`config.mk`:
```
export PLATFORM = sky130hd
export DESIGN_NAME = program_counter
export DESIGN_NICKNAME = d
export VERILOG_FILES = /design/src/program_counter.sv
export SDC_FILE = /design/constraint.sdc
export NUM_CORES = 1
export LEC_CHECK = 0
export BUFFER_PORTS_ARGS = -buffer_cell sky130_fd_sc_hd__buf_2
export CAP_MARGIN = 20
export CELL_PAD_IN_SITES_DETAIL_PLACEMENT = 1
export CELL_PAD_IN_SITES_GLOBAL_PLACEMENT = 2
export CORE_ASPECT_RATIO = 0.8
export CORE_MARGIN = 8
export CORE_UTILIZATION = 23
export CTS_CLUSTER_SIZE = 24
export DETAILED_ROUTE_END_ITERATION = 12
export GPL_ROUTABILITY_DRIVEN = 0
export MAX_ROUTING_LAYER = met4
export PLACE_DENSITY_LB_ADDON = 0.1
export SLEW_MARGIN = 20
export SYNTH_ARGS = -nofsm -noshare
export SYNTH_HDL_FRONTEND = slang
export SYNTH_SLANG_ARGS = --single-unit
```
`constraint.sdc`:
```
create_clock -name clk -period 1.7 [get_ports clk]
set_input_delay 0.17 -clock clk [delete_from_list [all_inputs] [get_ports clk]]
set_output_delay 0.17 -clock clk [all_outputs]
set_load 0.05 [all_outputs]
```
`src/program_counter.sv`:
```
`timescale 1ns/1ps

module program_counter #(
    parameter int ADDR_W = 8
) (
    input  logic                 clk,
    input  logic                 rst_n,
    input  logic                 clear,
    input  logic                 inc,
    input  logic                 jump,
    input  logic [ADDR_W-1:0]    target,
    output logic [ADDR_W-1:0]    pc
);

    // next sequential address
    // ADDR_W bits wide, so the top word wraps to 0
    logic [ADDR_W-1:0] pc_next_seq;

    assign pc_next_seq = pc + 1'b1;

    // clear beats jump, jump beats increment
    // no request holds the pc, e.g. on halt
    always_ff @(posedge clk or negedge rst_n) begin
        if (!rst_n) begin
            pc <= '0;
        end else if (clear) begin
            pc <= '0;
        end else if (jump) begin
            pc <= target;
        end else if (inc) begin
            pc <= pc_next_seq;
        end
    end

endmodule

```
==> impl_metrics.csv <==
group,metric,value,unit
synth,synth_warnings,0,
setup_path,cp.required,1.86,ns
placement,dpl_cell_area,562,um^2
setup_path,worstPathMaxFanout,4,
synth,yosysTopAreaCell,"dfrtp_1",
timing,period_share,84.0,%
synth,syn_area_per_cell,9.29,um^2
timing,final.setup.tns,0,ns
timing,setup_viol,0,
timing,min_period,1.43,ns
power,power.share.clock,32.3,%
placement,hpwlAfterDp,1000,um
placement,dpl_worst_slack,0.278,ns
cells_and_area,biggestRegsByFlops,"pc: 8 flops",
placement,placed_cells,89,
cells_and_area,syn2layout_area_growth,37.0,%
clocking,insertion_delay,0.25,ns
synth,synth_top_family_by_area,"simple AND/OR/NAND/NOR gates",
power,leakage,0.282,nW
cells_and_area,layout.cells.most_common,"buf_2",
cells_and_area,post-route-util,32.5,%
synth,muxShareOfSynthArea,2.58,%
clocking,cts_inserted_buffers,3,
synth,synthDistinctLibCells,16,
setup_path,ff2ff_path_depth,4,
setup_path,cp_slowest_stage_delay,0.40,ns
synth,synth_area,437,um^2
global_routing,grt_pass1_vias,473,
synth,yosys.area_share.simple,21.2,%
clocking,cts_max_level,1,
setup_path,r2r_end,"pc[6]",
setup_path,path_cells,"ha_1, nand4_1, or3_1, a311oi_1",
cells_and_area,final_layout_size_suffix_gt1_share,38.6,%
min_path,worstHoldPathCells,3,
setup_path,path_buf_inv,0,
setup_path,arrival,1.58,ns
power,peakVddDrop,0.000381,V
timing,holdWs,0.155,ns
synth,netlist_top_cells_area,"dfrtp_1 46%, xor2_1 8.0%, nand2_1 6.0%, a311oi_1 6.0%, a211oi_1 5.2%",
setup_path,crit_type,"flip-flop to flip-flop",
die,ios,21,
timing,fin_skew,0.00145,ns
setup_path,critical_path.slowest_cell,"dfrtp_2",
min_path,min_path_type,"input port to flip-flop",
die,fp.dieW,64.7,um
synth,synth_nets,61,
die,core_area,0.00184,mm^2
routing,dr.pass1.iters,6,
global_routing,grt_first_pass_wirelength,2300,um
routing,finalWirelength,1290,um
routing,final_antenna_net_count,0,
global_routing,grt_antenna_before_repair,0,
cells_and_area,nNetsFinal,85,
clocking,cts.sinks,8,
placement,portBuffers,20,
setup_path,crit_family,"simple AND/OR/NAND/NOR gates",
timing,maxSlewViolCount,0,
synth,synth_seq_cells,8,
power,p_int,331,uW
die,die_area,0.00356,mm^2
power,cellPowerDensity,835,mW/mm^2
power,swShare,33.9,%
clocking,cts_buffer_depth,2,
global_routing,grt_use_total,8.65,%
setup_path,worst_setup_path_start_kind,"flip-flop",
global_routing,overflow,0,
timing,worstMarginPinSlew,0.424,ns
cells_and_area,num_antenna_cells,0,
setup_path,rrSetupSlack,0.27,ns
synth,synthAdderAreaFrac,2.87,%
power,combPwrFrac,23.7,%
cells_and_area,fin_area,598,um^2
setup_path,endpoint_kind,"flip-flop",
global_routing,grt_max_degree,15,
power,total_power,500,uW
timing,setup_slack,0.273,ns
status,status,"complete, no violations",
setup_path,r2r_start,"pc[0]",
routing,avgViaCountPerCell,4.62,
cells_and_area,layout_common_cells,"20 x buf_2, 7 x nand2_1, 6 x nor2_1, 6 x dfrtp_1, 4 x xor2_1",
cells_and_area,final_cells,94,
clocking,cts.clk_slew.worst_paths,0.06,ns
routing,wire_per_inst,13.8,um
synth,synth_top_area_share,45.8,%
min_path,hold_end,"pc[0]",
clocking,cts_root_buf,"clkbuf_4",
synth,yosys.area_share.xor_xnor,8.02,%
timing,relSlewSlack,71.7,%
timing,hold_violations,0,
timing,rsz0062_at_grt,"no",
routing,dr_total_vias,434,
routing,drc_errors,0,
min_path,min_from,"target[0]",
synth,syn-instance-count,47,
power,switchingPower,169,uW
die,die_h,55.0,um
synth,yosysSeqAreaShare,45.8,%
power,seq_power_share,44.0,%
job,max_cap_violations,0,
timing,fmax,701,MHz
synth,synth_compound_area_share,16.9,%
routing,drtIter0Drc,5,
clocking,cts_tree,"done",
die,rows,14,
cells_and_area,top_register,"pc",
die,start_util,23.7,%
cells_and_area,largest_reg_flops,8,
[how the worst max path moves through the flow]
stage	startpoint	to	cells after the start
5_1_grt	pc[0]	pc[6]	4
2_1_floorplan	pc[2]	pc[7]	3
3_3_place_gp	pc[0]	pc[6]	4
4_1_cts	pc[0]	pc[6]	4
6_report	pc[0]	pc[6]	4
3_5_place_dp	pc[0]	pc[6]	4
[power by group through the flow]
stage	combinational, mW	clock (mW)	sequential, mW
after floorplan	0.0319	0	0.267
after global placement	0.118	0	0.224
after detailed placement	0.118	0	0.223
after CTS	0.121	0.171	0.220
after global routing	0.130	0.178	0.224
final	0.119	0.161	0.220
[synthesized netlist by cell type]
cell type	number
a311oi_1	3
clkbuf_1	1
or3_1	3
nor2_1	6
nand4_2	1
buf_1	1
nand2_1	7
dfrtp_1	8
ha_1	1
inv_1	1
a211oi_1	3
xor2_1	4
a21oi_1	2
mux2_2	1
o21ai_0	3
nand4_1	2
[per-layer routing]
metal / up-vias / routed length (um) / global-route usage, %
li1: 219 / - / -
met4: 0 / 0 / 0
met5: - / 0 / -
met3: 0 / 85 / 4.63
met2: 12 / 571 / 12.4
met1: 203 / 637 / 11.2
[kinds of logic (layout without fill, tap and decap cells)]
group / count (synthesis) / count (layout)
AO/OA/AOI/OAI: 11 / 11
buffers and inverters: 3 / 26
XOR/XNOR: 4 / 4
AND/OR/NAND/NOR: 19 / 19
adder cells (fa/ha/maj): 1 / 1
multiplexers: 1 / 1
flip-flops: 8 / 8
[what timing repair did]
| action | in CTS | in global routing |
|---|---|---|
| setup buffers | 0 | 0 |
| hold buffers | 1 | 0 |
| resized for setup | 0 | 0 |
| setup endpoints to repair | 0 | 0 |
| hold endpoints to repair | 8 | 0 |
[final cells by class]
| class | instances | area [um^2] |
|---|---|---|
| Fill cell | 227 | 1240 |
| Multi-Input combinational cell | 36 | 225 |
| Sequential cell | 8 | 203 |
| Timing Repair Buffer | 21 | 110 |
| Tap cell | 24 | 30.0 |
| Clock buffer | 4 | 26.3 |
| Inverter | 1 | 3.75 |
[worst min-delay path, cell delays in order]
cell and delay, ns:
buf_2 0.09, nand2_1 0.06, a21oi_1 0.05
Power figures use the tool's default switching activity.
