--- src/cpu_pkg.sv ---
package cpu_pkg;

    // data word and instruction field widths
    localparam int data_w = 16;
    localparam int op_w = 4;
    // operand address field, fixed by the instruction format
    localparam int field_w = data_w - op_w;

    // instruction set, one opcode per value
    typedef enum logic [op_w-1:0] {
        op_load   = 4'd0,
        op_store  = 4'd1,
        op_add    = 4'd2,
        op_sub    = 4'd3,
        op_and    = 4'd4,
        op_or     = 4'd5,
        op_xor    = 4'd6,
        op_shl    = 4'd7,
        op_shr    = 4'd8,
        op_rol    = 4'd9,
        op_ror    = 4'd10,
        op_cmp_gt = 4'd11,
        op_cmp_eq = 4'd12,
        op_jmp    = 4'd13,
        op_jz     = 4'd14,
        op_halt   = 4'd15
    } opcode_e;

    // opcode on top, operand address below
    typedef struct packed {
        opcode_e              opcode;
        logic [field_w-1:0]   addr;
    } instr_t;

    // one memory word, seen as an instruction in decode
    // and as an operand value in execute
    typedef union packed {
        instr_t              instr;
        logic [data_w-1:0]   data;
    } mem_word_u;

    // source of the cpu side memory address
    typedef enum logic [1:0] {
        from_pc    = 2'd0,
        from_fetch = 2'd1,
        from_ir    = 2'd2
    } addr_sel_e;

    // control word from the fsm to datapath and memory
    typedef struct packed {
        logic        ir_load;
        logic        acc_load;
        logic        mem_we;
        addr_sel_e   addr_sel;
    } ctrl_t;

    // load and every alu opcode write the accumulator
    function automatic logic writes_acc(opcode_e op);
        return (op == op_load) || ((op >= op_add) && (op <= op_cmp_eq));
    endfunction

endpackage

--- src/alu.sv ---
`timescale 1ns/1ps

module alu (
    input  cpu_pkg::opcode_e               op,
    input  logic [cpu_pkg::data_w-1:0]     acc_in,
    input  logic [cpu_pkg::data_w-1:0]     operand,
    output logic [cpu_pkg::data_w-1:0]     result
);

    localparam int msb = cpu_pkg::data_w - 1;

    // single-bit shift and rotate amounts, acc only
    always_comb begin
        case (op)
            // operand straight into the accumulator
            cpu_pkg::op_load: result = operand;
            // arithmetic wraps mod 2^16
            cpu_pkg::op_add: result = acc_in + operand;
            cpu_pkg::op_sub: result = acc_in - operand;
            // bitwise logic
            cpu_pkg::op_and: result = acc_in & operand;
            cpu_pkg::op_or: result = acc_in | operand;
            cpu_pkg::op_xor: result = acc_in ^ operand;
            // zero fill on shifts
            cpu_pkg::op_shl: result = acc_in << 1;
            cpu_pkg::op_shr: result = acc_in >> 1;
            // end bit wraps around
            cpu_pkg::op_rol: result = {acc_in[msb-1:0], acc_in[msb]};
            cpu_pkg::op_ror: result = {acc_in[0], acc_in[msb:1]};
            // unsigned compares, result 1 or 0
            cpu_pkg::op_cmp_gt: begin
                result = (acc_in > operand) ? cpu_pkg::data_w'(1) : '0;
            end
            cpu_pkg::op_cmp_eq: begin
                result = (acc_in == operand) ? cpu_pkg::data_w'(1) : '0;
            end
            // store, jumps and halt keep acc
            default: result = acc_in;
        endcase
    end

endmodule

--- src/datapath.sv ---
`timescale 1ns/1ps

module datapath #(
    parameter int ADDR_W = 8
) (
    input  logic                          clk,
    input  logic                          rst_n,
    input  cpu_pkg::ctrl_t                ctrl,
    input  logic [ADDR_W-1:0]             pc,
    input  cpu_pkg::mem_word_u            mem_rdata,
    output logic [ADDR_W-1:0]             mem_addr,
    output logic [cpu_pkg::data_w-1:0]    mem_wdata,
    output cpu_pkg::opcode_e              opcode,
    output logic [ADDR_W-1:0]             target,
    output logic [cpu_pkg::data_w-1:0]    acc,
    output logic                          acc_zero
);

    // instruction register
    cpu_pkg::instr_t ir;
    // alu output toward the accumulator
    logic [cpu_pkg::data_w-1:0] alu_result;

    // ir captures the memory word at the end of decode
    // opcode reads as load out of reset
    always_ff @(posedge clk or negedge rst_n) begin
        if (!rst_n) begin
            ir <= '0;
        end else if (ctrl.ir_load) begin
            ir <= mem_rdata.instr;
        end
    end

    // accumulator written in execute for load and alu ops
    always_ff @(posedge clk or negedge rst_n) begin
        if (!rst_n) begin
            acc <= '0;
        end else if (ctrl.acc_load) begin
            acc <= alu_result;
        end
    end

    // memory address select
    // decode already points at the operand of the word being fetched
    // so the operand is on the bus in execute
    always_comb begin
        case (ctrl.addr_sel)
            cpu_pkg::from_fetch: mem_addr = mem_rdata.instr.addr[ADDR_W-1:0];
            cpu_pkg::from_ir: mem_addr = ir.addr[ADDR_W-1:0];
            default: mem_addr = pc;
        endcase
    end

    // store writes the accumulator
    assign mem_wdata = acc;

    // decoded fields back to fsm and pc
    assign opcode = ir.opcode;
    assign target = ir.addr[ADDR_W-1:0];

    // zero flag for jz
    assign acc_zero = (acc == '0);

    // operand is the same memory word, read as data in execute
    alu u_alu (
        .op      (ir.opcode),
        .acc_in  (acc),
        .operand (mem_rdata.data),
        .result  (alu_result)
    );

endmodule

--- config.mk ---
export PLATFORM = sky130hd
export DESIGN_NAME = datapath
export DESIGN_NICKNAME = d
export VERILOG_FILES = /design/src/cpu_pkg.sv /design/src/alu.sv /design/src/datapath.sv
export SDC_FILE = /design/constraint.sdc
export NUM_CORES = 1
export LEC_CHECK = 0
export BUFFER_PORTS_ARGS = -buffer_cell sky130_fd_sc_hd__buf_4
export CAP_MARGIN = 20
export CORE_MARGIN = 5
export CORE_UTILIZATION = 29
export DETAILED_ROUTE_END_ITERATION = 10
export PLACE_DENSITY = 0.47
export SLEW_MARGIN = 10
export SYNTH_ARGS = -nofsm -noshare
export SYNTH_HDL_FRONTEND = slang
export SYNTH_SLANG_ARGS = --single-unit
--- constraint.sdc ---
create_clock -name clk -period 2.54 [get_ports clk]
set_clock_uncertainty 0.05 [all_clocks]
set_input_delay 0.508 -clock clk [delete_from_list [all_inputs] [get_ports clk]]
set_output_delay 0.508 -clock clk [all_outputs]
set_load 0.1 [all_outputs]
==> results of run 1 <==
[Yosys cell counts, drive strengths merged, types with 3 or more instances]
master,count
ha,55
inv,52
nand2,50
o21ai,47
a21oi,40
buf,36
dfrtp,28
nor2,20
clkbuf,19
mux2,16
a221oi,15
nand3,15
nor3,13
a22oi,12
nor4,11
nor2b,10
xnor2,10
a211oi,8
a31oi,8
o31ai,8
nand2b,7
o211ai,6
o311ai,6
o22ai,5
a221o,4
a32oi,3
and4,3
mux2i,3
nand4,3
o21bai,3
xor2,3
[cell type report]
| class | count | area share |
|---|---|---|
| tap | 184 | 0.03845 |
| clock buffer | 4 | 0.01484 |
| inverter | 52 | 0.03302 |
| timing repair buffer | 190 | 0.2431 |
| sequential | 28 | 0.1248 |
| multi-input combinational | 418 | 0.5459 |
[kinds of logic after synthesis]
| family | count (synthesis) | synth area share |
|---|---|---|
| AOI/OAI and AO/OA | 186 | 0.3010 |
| and+or+nand+nor | 143 | 0.1695 |
| buffers and inverters | 107 | 0.1181 |
| adders and majority gates | 57 | 0.1709 |
| DFF | 28 | 0.1645 |
| muxes | 19 | 0.04934 |
| xor gates and xnor gates | 13 | 0.02673 |
[where the power goes]
| part | switching [mW] | total, mW | internal (mW) | leakage, nW |
|---|---|---|---|---|
| registers | 0.149 | 0.763 | 0.614 | 0.312 |
| logic | 3.89 | 5.77 | 1.88 | 2.32 |
| clock network | 0.202 | 0.446 | 0.244 | 0.0442 |
[layer usage]
metal / GRT usage / routed length (um) / part of all wire
met5: 0 / 0 / 0
met4: 0.05947 / 414 / 0.024
met3: 0.03784 / 1010 / 0.058
met2: 0.3186 / 8241 / 0.47
met1: 0.2581 / 7839 / 0.45
[final timing paths]
kind / end / depth (start not counted)
worst max-delay path: acc_zero / 5
min in group clk: opcode[3]$_DFFE_PN0P_ / 3
worst max register to register: acc[15]$_DFFE_PN0P_ / 10
worst min-delay path: opcode[2]$_DFFE_PN0P_ / 1
max in group asynchronous: acc[9]$_DFFE_PN0P_ / 1
worst min register to register: target[3]$_DFFE_PN0P_ / 1
[metrics by stage]
step                worst slack [ns]  hold slack (ns)  cell area, um^2  power [mW]  TNS (ns)
finish                       0.05833          0.09571             5987       6.982         0
global route                -0.06060           0.1444             5987       7.373  -0.09167
CTS                         0.001976           0.1232             5806       6.793         0
detailed placement           -0.2746           0.4417             5692       6.283    -2.058
global placement             -0.2399           0.4371             5692       6.278    -2.086
floorplan                    -0.4942           0.1624             4345       4.672    -3.820
[sequential cells by signal, summed over array words and instances, names as in the netlist]
register and cells:
acc 16, opcode 4, target 8
[layout by cell type, fill, tap and decap left out, types with 4 or more instances in the layout]
master    Yosys  final
o31ai_1       8      6
xnor2_1      10     10
nand2b_1      7      7
a221oi_2      2      5
o22ai_1       5      5
dfrtp_4       0      9
a21oi_1      39     39
o21ai_0      46     36
a221o_1       4      4
inv_1        52     47
nor4_2        1      4
o211ai_1      6      6
a211oi_1      7      6
a31oi_1       7      5
nand2_1      50     50
mux2_2       16     16
nand3_1      15     15
dfrtp_2       0     10
o21ai_1       0     10
a22oi_1      12     12
buf_4        18    187
ha_2          0      4
nor4_1       10      6
nor3_1       12     11
nor2_1       20     19
ha_4          0      5
nor2b_1      10      8
inv_2         0      4
dfrtp_1      28      9
ha_1         55     46
a221oi_1     13     10
[what timing repair did]
action                                  in CTS  in global routing
gates resized for setup                      6                 31
pin swaps                                    2                  7
setup buffers                                0                  3
cloned                                       0                  0
endpoints found under the setup margin       7                 12
==> results by group, run 1 <==
Routing
  – Drt drc: 0
  – Post-route ant nets: 0
  – Total wire length: 17510 um
  – Routed vias/inst: 5.418
  – First-pass DRT Iterations: 6
  – Wirelength per Cell: 19.98 um
  – Vias after detailed routing: 4746
  – 1st-iter DRT viols: 372

Floorplanning
  – Core box area: 0.01448 mm^2
  – Top Ports: 84
  – Die area: 0.01721 mm^2
  – Initial core utilization: 0.2942
  – Rows: 44
  – Die Y-Extent: 131.2 um
  – Die Wd: 131.2 um

Yosys
  – Area contributors post-synth: dfrtp_1 16%, ha_1 16%, o21ai_0 5.4%
  – Synth Net Count: 641
  – Syn avg cell area: 7.704 um^2
  – Synth top area share: 0.1645
  – Register bit count reported by yosys: 28
  – Seq/Total Area, Yosys: 0.1645
  – Gate count of the mapped netlist: 553
  – Post-synth EDFFs: 0
  – Mapped cell area: 0.004260 mm^2
  – Synth cell types: 65
  – Asr flop ratio synth: 1.000
  – Synth Warn #: 0
  – Predominant post-synthesis flop cell: dfrtp_1
  – Cell taking the most area after synthesis: dfrtp_1

Finish
  – Reg area: 747.0 um^2
  – Final nets: 781
  – Area of the multi-input gates: 0.003268 mm^2
  – Ratio of cells with drive above 1 in the final layout: 0.4003
  – Post-Layout Cell Count: 876
  – Core Util, Final: 0.4135
  – Syn-to-layout area delta: 40.53%
  – N_diodes: 0
  – # fillers: 1490

Clock network
  – CTS Buf Count: 3
  – Worst-path clk slew: 0.08 ns
  – CTS root buffer: clkbuf_16
  – Max H-tree Level: 1
  – CTS max path bufs: 2
  – Hold buffers post-CTS: 0
  – Clk Latency, worst-skew pair: 0.29 ns
  – Clock tree from TritonCTS: built
  – Sink Count: 28

Global routing
  – Total GRT Usage: 0.1943
  – Total grt overflow: 0
  – Largest net degree at the start of global routing: 36
  – Initial antenna violation count: 0
  – Vias in the first global route: 4910
  – First-pass GRT wire length: 27240 um

STA
  – Final hold vios: 0
  – Final period util: 0.9770
  – Worst slew margin: 0.6350
  – Post-route minimum period: 2.482 ns
  – Worst slew pin tran: 0.5475 ns
  – Fmax: 403.0 MHz
  – Final setup viols: 0
  – Unrepaired setup endpoints after global routing: yes
  – Pins Over Slew Limit: 0

Critical path
  – Max FO, Critical Path: 6
  – Critical setup path kind: reg2out
  – CP Buf/Inv Count: 3
  – Worst EP arrival: 1.92 ns
  – Worst Setup Start Kind: register
  – Crit-path leading delay family: simple AND/OR/NAND/NOR gates
  – Worst path most repeated cell: buf_4
  – Critical path origin: acc[3]$_DFFE_PN0P_
  – Worst Setup End Kind: primary output
  – R2r setup slk: 0.08 ns
  – CP max stage delay: 0.48 ns
  – Required time of the critical path: 1.98 ns
  – FF-to-FF Start: acc[1]$_DFFE_PN0P_
  – Crit-path cells: buf_4 > buf_4 > nor4_2 > and4_1 > buf_6
  – CP max stage cell: dfrtp_4

Pwr
  – Leakage: 2.674 nW
  – Maximum vdd drop: 0.0005364 V
  – Cell Pwr Density: 1166 mW/mm^2

Place
  – Placed cells: 869
  – GPL Wtd Cong: 0.9472
  – Final HPWL DP: 13510 um
  – Port bufs: 82

Hold path
  – Hold Crit Class: in2async

Run
  – Max_cap viols: 0

Outcome
  – Outcome: finished clean
Power figures use the tool's default switching activity.
==> inputs of run 2 (changes only) <==
Settings changed: RECOVER_POWER set to 25.
==> results by group, run 2 (same netlist as run 1, synthesis figures left out) <==
Finish
  – Max FFs per register: 16
  – Post-Layout Cell Count: 876
  – Most frequent cells in the layout: 186 x buf_4, 50 x nand2_1, 47 x inv_1, 46 x ha_1, 39 x a21oi_1
  – N_diodes: 0
  – # fillers: 1492
  – Most common cell after layout, fill and taps aside: buf_4
  – Ratio of cells with drive above 1 in the final layout: 0.3988
  – Syn-to-layout area delta: 40.44%
  – Biggest register: acc
  – Final nets: 781

Floorplanning
  – Core box area: 0.01448 mm^2
  – Top Ports: 84
  – Die Wd: 131.2 um
  – Rows: 44
  – Die area: 0.01721 mm^2
  – Die Y-Extent: 131.2 um
  – Initial core utilization: 0.2942

Global routing
  – Vias in the first global route: 4910
  – Initial antenna violation count: 0
  – First-pass GRT wire length: 27240 um
  – Largest net degree at the start of global routing: 36
  – Total GRT Usage: 0.1943
  – Total grt overflow: 0

STA
  – Fmax: 402.7 MHz
  – Final setup viols: 0
  – Worst hold slack: 0.4061 ns
  – Worst setup margin: 0.05662 ns
  – Worst slew margin: -0.2317
  – Final period util: 0.9777
  – Unrepaired setup endpoints after global routing: yes
  – Post-route minimum period: 2.483 ns
  – Worst slew pin tran: 1.848 ns
  – Pins Over Slew Limit: 29
  – Final hold vios: 0

Clock network
  – Worst-path clk slew: 0.08 ns
  – Clock tree from TritonCTS: built
  – CTS max path bufs: 2
  – Sink Count: 28
  – CTS Buf Count: 3
  – Clk Latency, worst-skew pair: 0.29 ns
  – Max H-tree Level: 1
  – Hold buffers post-CTS: 0
  – CTS root buffer: clkbuf_16

Outcome
  – Failing checks: max-capacitance violations, max-slew violations
  – Outcome: complete, but fails checks

Critical path
  – Worst Setup End Kind: primary output
  – Worst EP arrival: 1.93 ns
  – Critical setup path kind: reg2out
  – CP max stage cell: dfrtp_4
  – Worst Setup Start Kind: register
  – Crit-path cells: buf_4 > buf_4 > nor4_2 > and4_1 > buf_6
  – Worst path most repeated cell: buf_4
  – Required time of the critical path: 1.98 ns
  – FF-to-FF Start: acc[1]$_DFFE_PN0P_
  – R2r setup slk: 0.07 ns
  – Max FO, Critical Path: 6
  – Reg2Reg Depth: 10
  – Reg-to-Reg End: acc[15]$_DFFE_PN0P_
  – CP max stage delay: 0.48 ns

Pwr
  – Cell Pwr Density: 1166 mW/mm^2
  – Maximum vdd drop: 0.0005364 V
  – Leakage: 2.670 nW
  – Pwr Total: 6.979 mW

Place
  – Final HPWL DP: 13510 um
  – Port bufs: 82
  – Pre-CTS setup slack: -0.2746 ns
  – Placed cells: 869
  – GPL Wtd Cong: 0.9472

Hold path
  – Worst hold start: mem_rdata[15]
  – Hold Crit Class: in2reg
  – WHS Endpoint: opcode[3]$_DFFE_PN0P_
  – Worst Hold Depth: 3

Routing
  – Drt drc: 0
  – 1st-iter DRT viols: 372
  – Total wire length: 17490 um
  – Routed vias/inst: 5.411
  – First-pass DRT Iterations: 5
  – Wirelength per Cell: 19.97 um
  – Post-route ant nets: 0
  – Vias after detailed routing: 4740

Run
  – Max_cap viols: 1
-- run 2: changes by cell type in the layout (fill, tap and decap cells not counted), sizes merged --
cell / change
clkbuf: +1
buf: -1
-- run 2: worst max path at each step --
| stage | endpoint | depth (start not counted) | from |
|---|---|---|---|
| 5_1_grt | acc[15]$_DFFE_PN0P_ | 10 | acc[1]$_DFFE_PN0P_ |
| 2_1_floorplan | mem_addr[5] | 4 | ctrl[0] |
| 6_report | acc_zero | 5 | acc[3]$_DFFE_PN0P_ |
| 4_1_cts | acc_zero | 4 | acc[1]$_DFFE_PN0P_ |
| 3_5_place_dp | acc[14]$_DFFE_PN0P_ | 10 | mem_rdata[0] |
| 3_3_place_gp | acc[8]$_DFFE_PN0P_ | 10 | mem_rdata[0] |
-- run 2: routing by layer --
layer	share of wire	track usage	up-vias
li1	-	-	2282
met1	0.45	0.2581	2282
met2	0.47	0.3186	151
met3	0.055	0.03784	25
met4	0.023	0.05947	0
met5	0	0	-
-- run 2: report_power, final --
part           total, mW  leakage, nW  switching [mW]  internal, mW
registers          0.763        0.312           0.149         0.614
logic               5.77         2.31            3.89          1.88
clock network      0.445       0.0442           0.202         0.244
-- run 2: layout make-up --
cell class | instances | area, um^2 | share of cell area
Clock buffer | 4 | 88.84 | 0.01485
Inverter | 52 | 197.7 | 0.03304
Multi-Input combinational cell | 418 | 3268 | 0.5462
Sequential cell | 28 | 747.0 | 0.1248
Tap cell | 184 | 230.2 | 0.03848
Timing Repair Buffer | 190 | 1451 | 0.2426
-- run 2: critical path, delay by kind of cell, from the launching register on --
| kind | cells | cell delay (ns) |
|---|---|---|
| buffers and inverters | 3 | 0.55 |
| DFF | 1 | 0.48 |
| and+or+nand+nor | 2 | 0.63 |
-- run 2: stage by stage --
step	utilization	area (um^2)	setup TNS (ns)
CTS	0.4010	5806	0
global route	0.4132	5983	-0.4329
floorplan	-	4345	-3.820
global placement	0.3931	5692	-2.086
finish	0.4132	5983	0
detailed placement	0.3931	5692	-2.058
-- run 2: timing repair --
| item | CTS | global route |
|---|---|---|
| buffers inserted | 0 | 3 |
| resized for setup | 6 | 31 |
| setup endpoints to repair | 7 | 12 |
| pin swaps | 2 | 7 |
