`src/cpu_pkg.sv`:
```
package cpu_pkg;

    // data word and instruction field widths
    localparam int data_w = 16;
    localparam int op_w = 4;
    // operand address field, fixed by the instruction format
    localparam int field_w = data_w - op_w;

    // instruction set, one opcode per value
    typedef enum logic [op_w-1:0] {
        op_load   = 4'd0,
        op_store  = 4'd1,
        op_add    = 4'd2,
        op_sub    = 4'd3,
        op_and    = 4'd4,
        op_or     = 4'd5,
        op_xor    = 4'd6,
        op_shl    = 4'd7,
        op_shr    = 4'd8,
        op_rol    = 4'd9,
        op_ror    = 4'd10,
        op_cmp_gt = 4'd11,
        op_cmp_eq = 4'd12,
        op_jmp    = 4'd13,
        op_jz     = 4'd14,
        op_halt   = 4'd15
    } opcode_e;

    // opcode on top, operand address below
    typedef struct packed {
        opcode_e              opcode;
        logic [field_w-1:0]   addr;
    } instr_t;

    // one memory word, seen as an instruction in decode
    // and as an operand value in execute
    typedef union packed {
        instr_t              instr;
        logic [data_w-1:0]   data;
    } mem_word_u;

    // source of the cpu side memory address
    typedef enum logic [1:0] {
        from_pc    = 2'd0,
        from_fetch = 2'd1,
        from_ir    = 2'd2
    } addr_sel_e;

    // control word from the fsm to datapath and memory
    typedef struct packed {
        logic        ir_load;
        logic        acc_load;
        logic        mem_we;
        addr_sel_e   addr_sel;
    } ctrl_t;

    // load and every alu opcode write the accumulator
    function automatic logic writes_acc(opcode_e op);
        return (op == op_load) || ((op >= op_add) && (op <= op_cmp_eq));
    endfunction

endpackage

```
`src/control_fsm.sv`:
```
`timescale 1ns/1ps

module control_fsm (
    input  logic                  clk,
    input  logic                  rst_n,
    input  logic                  start,
    input  cpu_pkg::opcode_e      opcode,
    input  logic                  acc_zero,
    output cpu_pkg::ctrl_t        ctrl,
    output logic                  pc_clear,
    output logic                  pc_inc,
    output logic                  pc_jump,
    output logic                  busy,
    output logic                  halted
);

    typedef enum logic [2:0] {
        st_idle    = 3'd0,
        st_fetch   = 3'd1,
        st_decode  = 3'd2,
        st_execute = 3'd3,
        st_halt    = 3'd4
    } state_e;

    state_e state;
    state_e state_next;

    // start only counts while stopped
    logic start_ok;
    // jump taken in execute
    logic take_jump;

    assign start_ok = start && ((state == st_idle) || (state == st_halt));

    assign take_jump = (opcode == cpu_pkg::op_jmp) ||
                       ((opcode == cpu_pkg::op_jz) && acc_zero);

    // state register
    always_ff @(posedge clk or negedge rst_n) begin
        if (!rst_n) begin
            state <= st_idle;
        end else begin
            state <= state_next;
        end
    end

    // next state, three cycles per instruction
    always_comb begin
        state_next = state;
        case (state)
            st_idle, st_halt: begin
                if (start_ok) begin
                    state_next = st_fetch;
                end
            end
            st_fetch: state_next = st_decode;
            st_decode: state_next = st_execute;
            st_execute: begin
                if (opcode == cpu_pkg::op_halt) begin
                    state_next = st_halt;
                end else begin
                    state_next = st_fetch;
                end
            end
            default: state_next = st_idle;
        endcase
    end

    // datapath, memory and pc controls
    always_comb begin
        ctrl = '0;
        pc_inc = 1'b0;
        pc_jump = 1'b0;
        case (state)
            // pc drives the address, instruction comes back in decode
            st_fetch: ctrl.addr_sel = cpu_pkg::from_pc;
            st_decode: begin
                ctrl.ir_load = 1'b1;
                // start the operand read early
                ctrl.addr_sel = cpu_pkg::from_fetch;
            end
            st_execute: begin
                // store target address stays on the bus
                ctrl.addr_sel = cpu_pkg::from_ir;
                ctrl.mem_we = (opcode == cpu_pkg::op_store);
                ctrl.acc_load = cpu_pkg::writes_acc(opcode);
                // halt holds pc where it is
                if (take_jump) begin
                    pc_jump = 1'b1;
                end else if (opcode != cpu_pkg::op_halt) begin
                    pc_inc = 1'b1;
                end
            end
            default: ctrl.addr_sel = cpu_pkg::from_pc;
        endcase
    end

    // new run always begins at address 0
    assign pc_clear = start_ok;

    // status levels
    assign busy = (state == st_fetch) || (state == st_decode) || (state == st_execute);
    assign halted = (state == st_halt);

endmodule

```
`config.mk`:
```
export PLATFORM = sky130hd
export DESIGN_NAME = control_fsm
export DESIGN_NICKNAME = d
export VERILOG_FILES = /design/src/cpu_pkg.sv /design/src/control_fsm.sv
export SDC_FILE = /design/constraint.sdc
export NUM_CORES = 1
export LEC_CHECK = 0
export ABC_CLOCK_PERIOD_IN_PS = 1750
export BUFFER_PORTS_ARGS = -buffer_cell sky130_fd_sc_hd__buf_2
export CORE_AREA = 2 2 39 41
export DETAILED_ROUTE_END_ITERATION = 12
export DIE_AREA = 0 0 41 43
export PLACE_DENSITY = 0.44
export SYNTH_ARGS = -nofsm -noshare
export SYNTH_HDL_FRONTEND = slang
export SYNTH_SLANG_ARGS = --single-unit
```
`constraint.sdc`:
```
create_clock -name clk -period 1.75 [get_ports clk]
set_input_delay 0.0875 -clock clk [delete_from_list [all_inputs] [get_ports clk]]
set_output_delay 0.0875 -clock clk [all_outputs]
set_load 0.05 [all_outputs]
```
==> results of run 1 <==
-- metal layers --
layer	vias to the layer above	wire (um)
met5	-	0
met4	0	0
met3	0	32
met2	6	315
met1	124	272
li1	144	-
-- cells in the mapped netlist --
cell / instances
a211o_1: 1
nand3b_2: 1
o2bb2ai_1: 1
nor3b_2: 1
nor3_1: 1
dfrtp_1: 3
nor2_1: 3
a21o_1: 1
nand2b_1: 1
nor2b_1: 1
nand4_1: 1
and2b_1: 1
buf_4: 1
a31oi_1: 1
xnor2_1: 1
nor4b_2: 1
a211oi_2: 1
nand2_1: 1
inv_1: 2
nor3b_1: 2
nand3b_1: 1
o211a_1: 1
-- power breakdown --
group          internal (uW)  switching [uW]
clock network           85.4            35.0
logic                    132             370
registers               95.9            47.3
-- cell families after synthesis --
group | after synthesis
AND/OR/NAND/NOR | 15
XOR/XNOR | 1
flip-flops | 3
AO/OA/AOI/OAI | 6
buffers and inverters | 3
-- metrics by stage --
stage	setup slack, ns	power (uW)
2_1_floorplan	-0.180	554
3_3_place_gp	0.454	652
3_5_place_dp	0.446	649
4_1_cts	0.193	778
5_1_grt	0.136	828
6_report	0.208	766
-- worst max path at each step --
stage,start,to,slack (ns)
finish,state[2],pc_jump,0.21
global route,state[2],pc_jump,0.14
CTS,state[2],pc_jump,0.19
detailed placement,state[2],pc_jump,0.45
global placement,state[2],pc_jump,0.45
floorplan,state[1],state[2],-0.18
-- cell usage in the layout, fill, tap and decap left out --
| master | n |
|---|---|
| buf_2 | 17 |
| nor2_1 | 3 |
| clkbuf_4 | 3 |
| dfrtp_1 | 3 |
| nor3b_1 | 2 |
| inv_1 | 2 |
| nor3b_2 | 1 |
| nand3b_2 | 1 |
| o211a_1 | 1 |
| nor4b_2 | 1 |
| nor3_1 | 1 |
| nor2b_1 | 1 |
| nand2b_1 | 1 |
| nand3b_1 | 1 |
| nand2_1 | 1 |
| a211oi_2 | 1 |
| a21o_1 | 1 |
| a31oi_1 | 1 |
| xnor2_1 | 1 |
| and2b_1 | 1 |
| nand4_1 | 1 |
| a211o_1 | 1 |
| o2bb2ai_1 | 1 |
| clkbuf_1 | 1 |
| dlygate4sd3_1 | 1 |
-- area by class of cell --
cell class                      instances  area, um2  share of cell area [%]
Clock buffer                            4       26.3                    6.67
Inverter                                2       7.51                    1.90
Multi-Input combinational cell         22        170                    43.2
Sequential cell                         3       75.1                    19.0
Tap cell                               16       20.0                    5.08
Timing Repair Buffer                   18       95.1                    24.1
-- worst max-delay path, cell delays in order, from the launching register on --
cell and delay (ns):
dfrtp_1 0.42, nand3b_2 0.29, a211oi_2 0.23, buf_2 0.29
-- repair_timing --
item                                    CTS  global route
endpoints found under the setup margin    0             0
hold buffers                              1             0
hold endpoints to repair                  3             0
==> reports/metrics.csv, run 1 <==
stage,metric,value,unit
cells_and_area,max reg flops,3,
clocking,cts repair resizes,0,
global_routing,vias in the first global route,251,
hold_path,hold crit path type,input port to flip-flop,
sta,Final Cycle Share,88.1,%
power_and_ir_drop,Power per Cell Area,1940,nW/um2
cells_and_area,largest reg by FF count,state,
die,die extent in x,41,um
cells_and_area,Util after Layout,28.5,%
global_routing,Global Route met2 Usage,11.9,%
hold_path,min-delay src,start,
drt,drt total wl,620,um
global_routing,GRT Total Usage,8.74,%
setup_path,"setup slack, reg-to-reg",0.75,ns
cells_and_area,layout cells sized above 1,49.0,%
drt,DRT antenna net count,0,
cells_and_area,top flop regs,state x3,
synthesis,Synth top area share,28.8,%
synthesis,Compound-Gate Fraction of Synth Area,20.7,%
setup_path,CP Launch Type,flip-flop,
global_routing,GR peak layer,met2,
die,Die Area,1760,um2
synthesis,"Distinct cells, synth",22,
sta,max_slew headroom,83.3,%
die,CORE AREA,1380,um2
setup_path,worst-path fanout max,6,
synthesis,Yosys reg bits,3,
synthesis,leading area contributor after synthesis,dfrtp_1,
placed_design,dpl hpwl,484,um
placed_design,GPL Wtd Cong,0.661,
setup_path,R2R Path End,state[0],
cells_and_area,post-route cell area,394,um2
cells_and_area,layout overhead on the synthesized area,51.4,%
clocking,"Setup Fix Bufs, Post-CTS",0,
synthesis,post-synthesis sequential area ratio,28.8,%
sta,setup TNS,0,ns
power_and_ir_drop,peak supply drop,530,uV
hold_path,worst hold endpoint,state[2],
sta,Final Hold Viols,0,
placed_design,Port Buffer Count,17,
drt,Routed WL per cell,9.54,um
clocking,CTS tree,built,
synthesis,largest cells by area after synthesis,"dfrtp_1 (29%), nor3b_1 (5.8%), nor4b_2 (5.8%)",
sta,Tightest Pin Transition,0.251,ns
run_status,status,finished clean,
placed_design,Inst Count DP,60,
global_routing,met3 GRT Util,3.14,%
synthesis,Post-Synth Simple-Gate Area,41.3,%
clocking,Max H-tree Level,1,
global_routing,Global Route met1 Usage,11.0,%
sta,fin. max-slew vios,0,
drt,Remaining DRCs,0,
synthesis,Post-Syn Area,260,um2
global_routing,first-pass GRT wire length,1020,um
cells_and_area,final non-filler cell total,65,
clocking,number of clock sinks,3,
global_routing,largest net degree at the start of global routing,8,
drt,first drt pass iteration count,2,
setup_path,CP Data Arrival Time,1.45,ns
hold_path,hold path cells,3,
sta,hold slack,0.138,ns
setup_path,Crit Path Class,flip-flop to output port,
cells_and_area,diode count,0,
setup_path,R2R cell count,2,
synthesis,syn avg cell area,9.29,um2
clocking,CTS max path bufs,2,
clocking,Clock Latency Late Sink,0.23,ns
setup_path,endpoint class of the critical path,output port,
synthesis,adder-cell share of the synthesized area,0,%
drt,vias per cell,4.22,
synthesis,largest family of logic cells by synthesized area,simple AND/OR/NAND/NOR gates,
synthesis,syn_nets,36,
die,Initial Utilization,18.8,%
setup_path,r2r startpoint,state[1],
clocking,Num CTS Buffers,3,
global_routing,initial antenna violation count,0,
placed_design,dpl cell area,358,um2
die,FP Rows,14,
sta,fmax,649,MHz
cells_and_area,Fillers,155,
drt,DR vias,274,
global_routing,grt ovf,0,
sta,clk_skew,0.000131,ns
clocking,clk slew on worst S/H paths,0.04,ns
sta,Final Critical Period,1.54,ns
drt,DRT iter0 DRCs,2,
die,# IOs,18,
cells_and_area,Final #Nets,58,
synthesis,Synth Area in XOR/XNOR,3.37,%
setup_path,Required @ worst endpoint,1.66,ns
synthesis,multiplexer share of the synthesized area,0,%
sta,RSZ-0062 raised after global routing,no,
sta,final-report setup violation count,0,
job,number of max-cap violations,0,
die,Chip Height,43,um
synthesis,Mapped Cells,28,
synthesis,Yosys warning total,0,
power_and_ir_drop,Leak,0.000206,uW
clocking,Clock Tree Root,clkbuf_4,
Note: power is estimated with default switching activity, not from simulation.
==> run 2, diff against run 1 <==
Settings changed: ABC_CLOCK_PERIOD_IN_PS 1750 to 1370, CAP_MARGIN set to 20, PLACE_DENSITY 0.44 to 0.45.
Clock period 1.75 ns to 1.37 ns, I/O delays scaled along.
==> run 2 against run 1 <==
- non-clock buffer count increased by 3
- utilization increased by 6.3 points
- via count increased by 9.5%
- critical path depth unchanged
- clock-buffer cell count unchanged
- combinational power increased by 68%
- design area increased by 22%
==> reports/metrics.csv, run 2 (same netlist as run 1, synthesis figures left out) <==
stage,metric,value,unit,change
sta,Tightest Pin Transition,0.276,ns,+0.0248 ns
global_routing,Global Route met2 Usage,12.8,%,+0.94 points
setup_path,worst-path fanout max,5,,-1
die,CORE AREA,1380,um2,unchanged
power_and_ir_drop,Net Sw Power,632,uW,+40%
global_routing,met3 GRT Util,4.71,%,+1.6 points
sta,Final Hold Viols,0,,unchanged
setup_path,R2R Path End,state[0],,
die,Chip Height,43,um,unchanged
cells_and_area,register area,75.1,um2,unchanged
global_routing,first-pass GRT wire length,1010,um,-1.4%
clocking,number of clock sinks,3,,unchanged
placed_design,GPL Wtd Cong,0.660,,-0.24%
drt,DRT antenna net count,0,,unchanged
clocking,Clock Latency Late Sink,0.23,ns,about the same
die,Initial Utilization,18.8,%,unchanged
setup_path,R2R cell count,3,,+1
cells_and_area,layout cells sized above 1,59.6,%,+11 points
clocking,clk slew on worst S/H paths,0.04,ns,about the same
sta,fin. max-slew vios,0,,unchanged
sta,clk_skew,0.00315,ns,+0.00302 ns
clocking,Max H-tree Level,1,,unchanged
power_and_ir_drop,register share of total power,13.6,%,-5.1 points
die,FP Rows,14,,unchanged
global_routing,initial antenna violation count,0,,unchanged
global_routing,Global Route met1 Usage,9.12,%,-1.8 points
power_and_ir_drop,clock power share,13.5,%,-2.2 points
cells_and_area,largest reg by FF count,state,,
drt,DRT iter0 DRCs,1,,-1
placed_design,Port Buffer Count,17,,unchanged
cells_and_area,multi-input logic area,206,um2,+21%
cells_and_area,most frequent cells in the layout,"buf_2 (10), buf_4 (7)",,
setup_path,r2r startpoint,state[1],,
run_status,status,finished clean,,
hold_path,hold crit path type,input port to flip-flop,,
drt,DR vias,300,,+9.5%
clocking,CTS max path bufs,2,,unchanged
cells_and_area,layout overhead on the synthesized area,85.1,%,
drt,first drt pass iteration count,2,,unchanged
global_routing,vias in the first global route,247,,-1.6%
cells_and_area,"commonest non-fill, non-tap cell in the layout",buf_2,,
die,die extent in x,41,um,unchanged
cells_and_area,final non-filler cell total,68,,+4.6%
hold_path,min-delay src,start,,
setup_path,CP Data Arrival Time,1.26,ns,-0.19 ns
placed_design,Inst Count DP,63,,+5.0%
power_and_ir_drop,peak supply drop,690,uV,+30%
clocking,CTS tree,built,,
hold_path,hold path cells,3,,unchanged
setup_path,"setup slack, reg-to-reg",0.28,ns,-0.47 ns
sta,Final Critical Period,1.33,ns,
clocking,Clock Tree Root,clkbuf_4,,
job,number of max-cap violations,0,,unchanged
global_routing,GRT Total Usage,9.07,%,+0.33 points
die,# IOs,18,,unchanged
drt,Routed WL per cell,10.1,um,+6.2%
setup_path,CP Launch Type,flip-flop,,
placed_design,dpl cell area,408,um2,+14%
sta,max_slew headroom,81.6,%,-1.7 points
global_routing,GR peak layer,met2,,
cells_and_area,Final #Nets,61,,+5.2%
power_and_ir_drop,internal power,526,uW,+68%
global_routing,grt ovf,0,,unchanged
global_routing,largest net degree at the start of global routing,7,,-1
power_and_ir_drop,Comb power frac,72.8,%,+7.2 points
power_and_ir_drop,Leak,0.000237,uW,+15%
power_and_ir_drop,sw frac,54.6,%,-4.5 points
cells_and_area,top flop regs,state x3,,
sta,Final Cycle Share,96.9,%,
setup_path,CP cell instances,"buf_4, nor3b_4, buf_4",,
setup_path,Crit Path Class,flip-flop to output port,,
sta,final-report setup violation count,0,,unchanged
setup_path,Most common cell on crit path,buf_4,,
cells_and_area,max reg flops,3,,unchanged
cells_and_area,diode count,0,,unchanged
clocking,Num CTS Buffers,3,,unchanged
setup_path,Crit-path slowest cell,dfrtp_1,,
drt,Remaining DRCs,0,,unchanged
power_and_ir_drop,Power per Cell Area,2400,nW/um2,+24%
setup_path,Worst path max stage delay,0.40,ns,-0.02 ns
clocking,"Setup Fix Bufs, Post-CTS",0,,unchanged
sta,fmax,754,MHz,
sta,RSZ-0062 raised after global routing,yes,,
setup_path,Required @ worst endpoint,1.30,ns,-0.36 ns
setup_path,endpoint class of the critical path,output port,,
cells_and_area,post-route cell area,482,um2,+22%
drt,drt total wl,689,um,+11%
drt,vias per cell,4.41,,+4.7%
die,Die Area,1760,um2,unchanged
cells_and_area,Fillers,153,,-1.3%
hold_path,worst hold endpoint,state[2],,
[run 2: cell types whose count changed in the layout (fill, tap and decap cells not counted), sizes merged]
cell | before | now
buf | 17 | 20
[run 2: metrics by stage]
step                      setup TNS (ns)  util, %  worst slack, ns  hold slack [ns]  power [uW]
after floorplan                   -0.507        -           -0.153           -0.227         767
after global placement                 0     29.5            0.167           -0.133         932
after detailed placement               0     29.5            0.153           -0.133         927
after CTS                        -0.0533     33.9          -0.0266            0.112        1150
after global routing             -0.0417     34.8          -0.0190            0.147        1240
final                                  0     34.8           0.0431            0.112        1160
[run 2: timing repair]
action                                 CTS  global route
hold buffers                             1             0
setup endpoints to repair                6             4
gates resized for setup                  7             6
endpoints found under the hold margin    3             0
[run 2: worst max-delay path, delay by kind of cell, from the launching register on]
kind | cells | cell delay (ns)
DFF | 1 | 0.40
and+or+nand+nor | 1 | 0.22
buffers and inverters | 2 | 0.41
[run 2: power by group through the flow]
stage | registers [uW] | clock network [uW] | logic, uW
after global routing | 164 | 176 | 895
final | 158 | 157 | 843
after CTS | 159 | 166 | 826
after global placement | 150 | 0 | 782
after floorplan | 190 | 0 | 577
after detailed placement | 148 | 0 | 779
[run 2: worst max-delay path by stage]
stage | start | cells past startpoint | slack [ns] | end
finish | state[0] | 3 | 0.04 | ctrl[0]
global route | state[1] | 3 | -0.02 | ctrl[4]
CTS | state[0] | 3 | -0.03 | ctrl[0]
detailed placement | state[2] | 3 | 0.15 | pc_jump
global placement | state[2] | 3 | 0.17 | pc_jump
floorplan | state[2] | 2 | -0.15 | pc_jump
[run 2: cell type report]
class | instances | area share (%)
multi-input cells | 22 | 42.9
repair buffers | 21 | 30.4
flip-flops and latches | 3 | 15.6
clock buffers | 4 | 5.45
well taps | 16 | 4.16
inverters | 2 | 1.56
[run 2: per-layer routing]
metal  wire length (um)  vias to the layer above
li1                   -                      150
met1                286                      138
met2                347                       12
met3                 55                        0
met4                  0                        0
met5                  0                        -
==> run 3, diff against run 2 <==
Settings changed: BUFFER_PORTS_ARGS -buffer_cell sky130_fd_sc_hd__buf_2 to -buffer_cell sky130_fd_sc_hd__buf_4.
==> run 3 against run 2 <==
- first-iteration DRC count unchanged
- highest routed layer unchanged
- combinational power increased by 5.7%
- worst hold slack improved by 0.0082 ns
- critical path type unchanged
- routed wire length is 3.2% higher
- die area stayed put
- total power up 5.1%
- register-to-register slack got worse by 0.02 ns
- clock power fell by 3%
- fmax rose by 0.22%
- largest cell class unchanged
- global-route usage rose by 0.29 points
- final cell count unchanged
- via count shrank 1.3%
==> reports/metrics.csv, run 3 (same netlist as run 1, synthesis figures left out) <==
stage,metric,value,unit,change
clocking,number of clock sinks,3,,unchanged
setup_path,CP Capture Point,ctrl[4],,
cells_and_area,final non-filler cell total,68,,unchanged
cells_and_area,Fillers,138,,-9.8%
die,Initial Utilization,18.8,%,unchanged
sta,clk_skew,0.00427,ns,+0.00112 ns
drt,Routed WL per cell,10.5,um,+3.2%
setup_path,CP Data Arrival Time,1.26,ns,about the same
power_and_ir_drop,Leak,0.000246,uW,+4.1%
die,CORE AREA,1380,um2,unchanged
run_status,status,finished clean,,
placed_design,Inst Count DP,62,,-1.6%
sta,Tightest Pin Transition,0.274,ns,-0.00162 ns
job,number of max-cap violations,0,,unchanged
drt,Remaining DRCs,0,,unchanged
clocking,Clock Tree Root,clkbuf_4,,
global_routing,initial antenna violation count,0,,unchanged
global_routing,largest net degree at the start of global routing,8,,+1
clocking,CTS tree,built,,
drt,DR vias,296,,-1.3%
cells_and_area,max reg flops,3,,unchanged
global_routing,vias in the first global route,275,,+11%
power_and_ir_drop,peak supply drop,857,uV,+24%
die,Die Area,1760,um2,unchanged
setup_path,CP Launch Type,flip-flop,,
cells_and_area,Final #Nets,61,,unchanged
setup_path,CP Launch Point,state[0],,
cells_and_area,top flop regs,state x3,,
sta,setup TNS,0,ns,unchanged
sta,RSZ-0062 raised after global routing,yes,,
sta,final-report setup violation count,0,,unchanged
setup_path,r2r startpoint,state[1],,
setup_path,R2R Path End,state[0],,
setup_path,"setup slack, reg-to-reg",0.26,ns,-0.02 ns
cells_and_area,"commonest non-fill, non-tap cell in the layout",buf_4,,
clocking,Clock Latency Late Sink,0.23,ns,about the same
die,die extent in x,41,um,unchanged
cells_and_area,largest reg by FF count,state,,
drt,vias per cell,4.35,,-1.3%
global_routing,grt ovf,0,,unchanged
setup_path,Most common cell on crit path,buf_4,,
placed_design,pre-CTS setup slack,0.152,ns,-0.00132 ns
cells_and_area,layout overhead on the synthesized area,97.1,%,
drt,first drt pass iteration count,3,,+1
global_routing,GRT Total Usage,9.37,%,+0.29 points
sta,Final Hold Viols,0,,unchanged
setup_path,Crit Path Class,flip-flop to output port,,
cells_and_area,layout cells sized above 1,61.5,%,+1.9 points
placed_design,GPL Wtd Cong,0.728,,+10%
clocking,Max H-tree Level,1,,unchanged
placed_design,Port Buffer Count,17,,unchanged
drt,DRT antenna net count,0,,unchanged
setup_path,endpoint class of the critical path,output port,,
sta,Final Cycle Share,96.6,%,-0.21 points
setup_path,Crit-path slowest cell,dfrtp_1,,
drt,drt total wl,711,um,+3.2%
setup_path,Worst path max stage delay,0.40,ns,about the same
sta,Final Critical Period,1.32,ns,-0.00287 ns
cells_and_area,most frequent cells in the layout,"buf_4 (18), nor2_1 (3), clkbuf_4 (3)",,
setup_path,worst-path fanout max,5,,unchanged
setup_path,R2R cell count,3,,unchanged
setup_path,Required @ worst endpoint,1.30,ns,about the same
die,Chip Height,43,um,unchanged
clocking,clk slew on worst S/H paths,0.04,ns,about the same
cells_and_area,diode count,0,,unchanged
clocking,CTS max path bufs,2,,unchanged
setup_path,CP cell instances,"buf_4, nor3b_4, buf_4",,
die,FP Rows,14,,unchanged
sta,fin. max-slew vios,0,,unchanged
sta,worst setup margin,0.0460,ns,+0.00287 ns
clocking,Num CTS Buffers,3,,unchanged
sta,max_slew headroom,81.7,%,+0.11 points
sta,fmax,755,MHz,+0.22%
die,# IOs,18,,unchanged
global_routing,first-pass GRT wire length,1040,um,+3.4%
hold_path,hold crit path type,input port to flip-flop,,
drt,DRT iter0 DRCs,1,,unchanged
power_and_ir_drop,Total Power,1220,uW,+5.1%
power_and_ir_drop,Power per Cell Area,2370,nW/um2,-1.3%
cells_and_area,Util after Layout,37.1,%,+2.3 points
==> run 3: cell counts in the layout (fill, tap and decap cells not counted) <==
No cell type changed its count.
==> run 3: worst min path at each step <==
stage | from | end | slack [ns] | depth (start not counted)
4_1_cts | start | state[2] | 0.11 | 3
3_3_place_gp | rst_n | state[2] | -0.14 | 1
5_1_grt | start | state[2] | 0.13 | 3
3_5_place_dp | rst_n | state[2] | -0.14 | 1
2_1_floorplan | rst_n | state[0] | -0.23 | 0
6_report | start | state[2] | 0.12 | 3
==> run 3: what timing repair did <==
item	4_1_cts	5_1_grt
endpoints found under the setup margin	3	4
setup buffers	0	1
resized for setup	3	0
hold buffers	1	0
endpoints found under the hold margin	3	0
pin swaps	0	1
cloned	0	0
==> run 3: power by group <==
| group | total, uW | leakage, uW | internal, uW | switching, uW |
|---|---|---|---|---|
| clock | 153 | 0.0000150 | 109 | 44.2 |
| combinational | 891 | 0.000196 | 343 | 548 |
| sequential | 172 | 0.0000357 | 126 | 46.2 |
==> run 3: per-layer routing <==
| metal | track usage (%) | up-vias | share of wire (%) |
|---|---|---|---|
| li1 | - | 153 | - |
| met1 | 8.44 | 131 | 42 |
| met2 | 14.4 | 12 | 49 |
| met3 | 4.71 | 0 | 8.6 |
| met4 | 8.00 | 0 | 0 |
| met5 | 0 | - | 0 |
==> run 3: final cells by class <==
type | count | area, um2 | area share [%]
Clock buffer | 4 | 26.3 | 5.12
Inverter | 2 | 7.51 | 1.46
Multi-Input combinational cell | 22 | 206 | 40.2
Sequential cell | 3 | 76.3 | 14.9
Tap cell | 16 | 20.0 | 3.90
Timing Repair Buffer | 21 | 176 | 34.4
==> run 3: worst max-delay path: cells and delay by family (launching register included) <==
| kind | cells | cell delay [ns] |
|---|---|---|
| buffers and inverters | 2 | 0.41 |
| flip-flops | 1 | 0.40 |
| AND/OR/NAND/NOR | 1 | 0.22 |
==> run 3: metrics by stage <==
stage	hold slack (ns)	cell area, um2
finish	0.121	513
global route	0.127	513
CTS	0.110	493
detailed placement	-0.141	443
global placement	-0.143	443
floorplan	-0.227	292
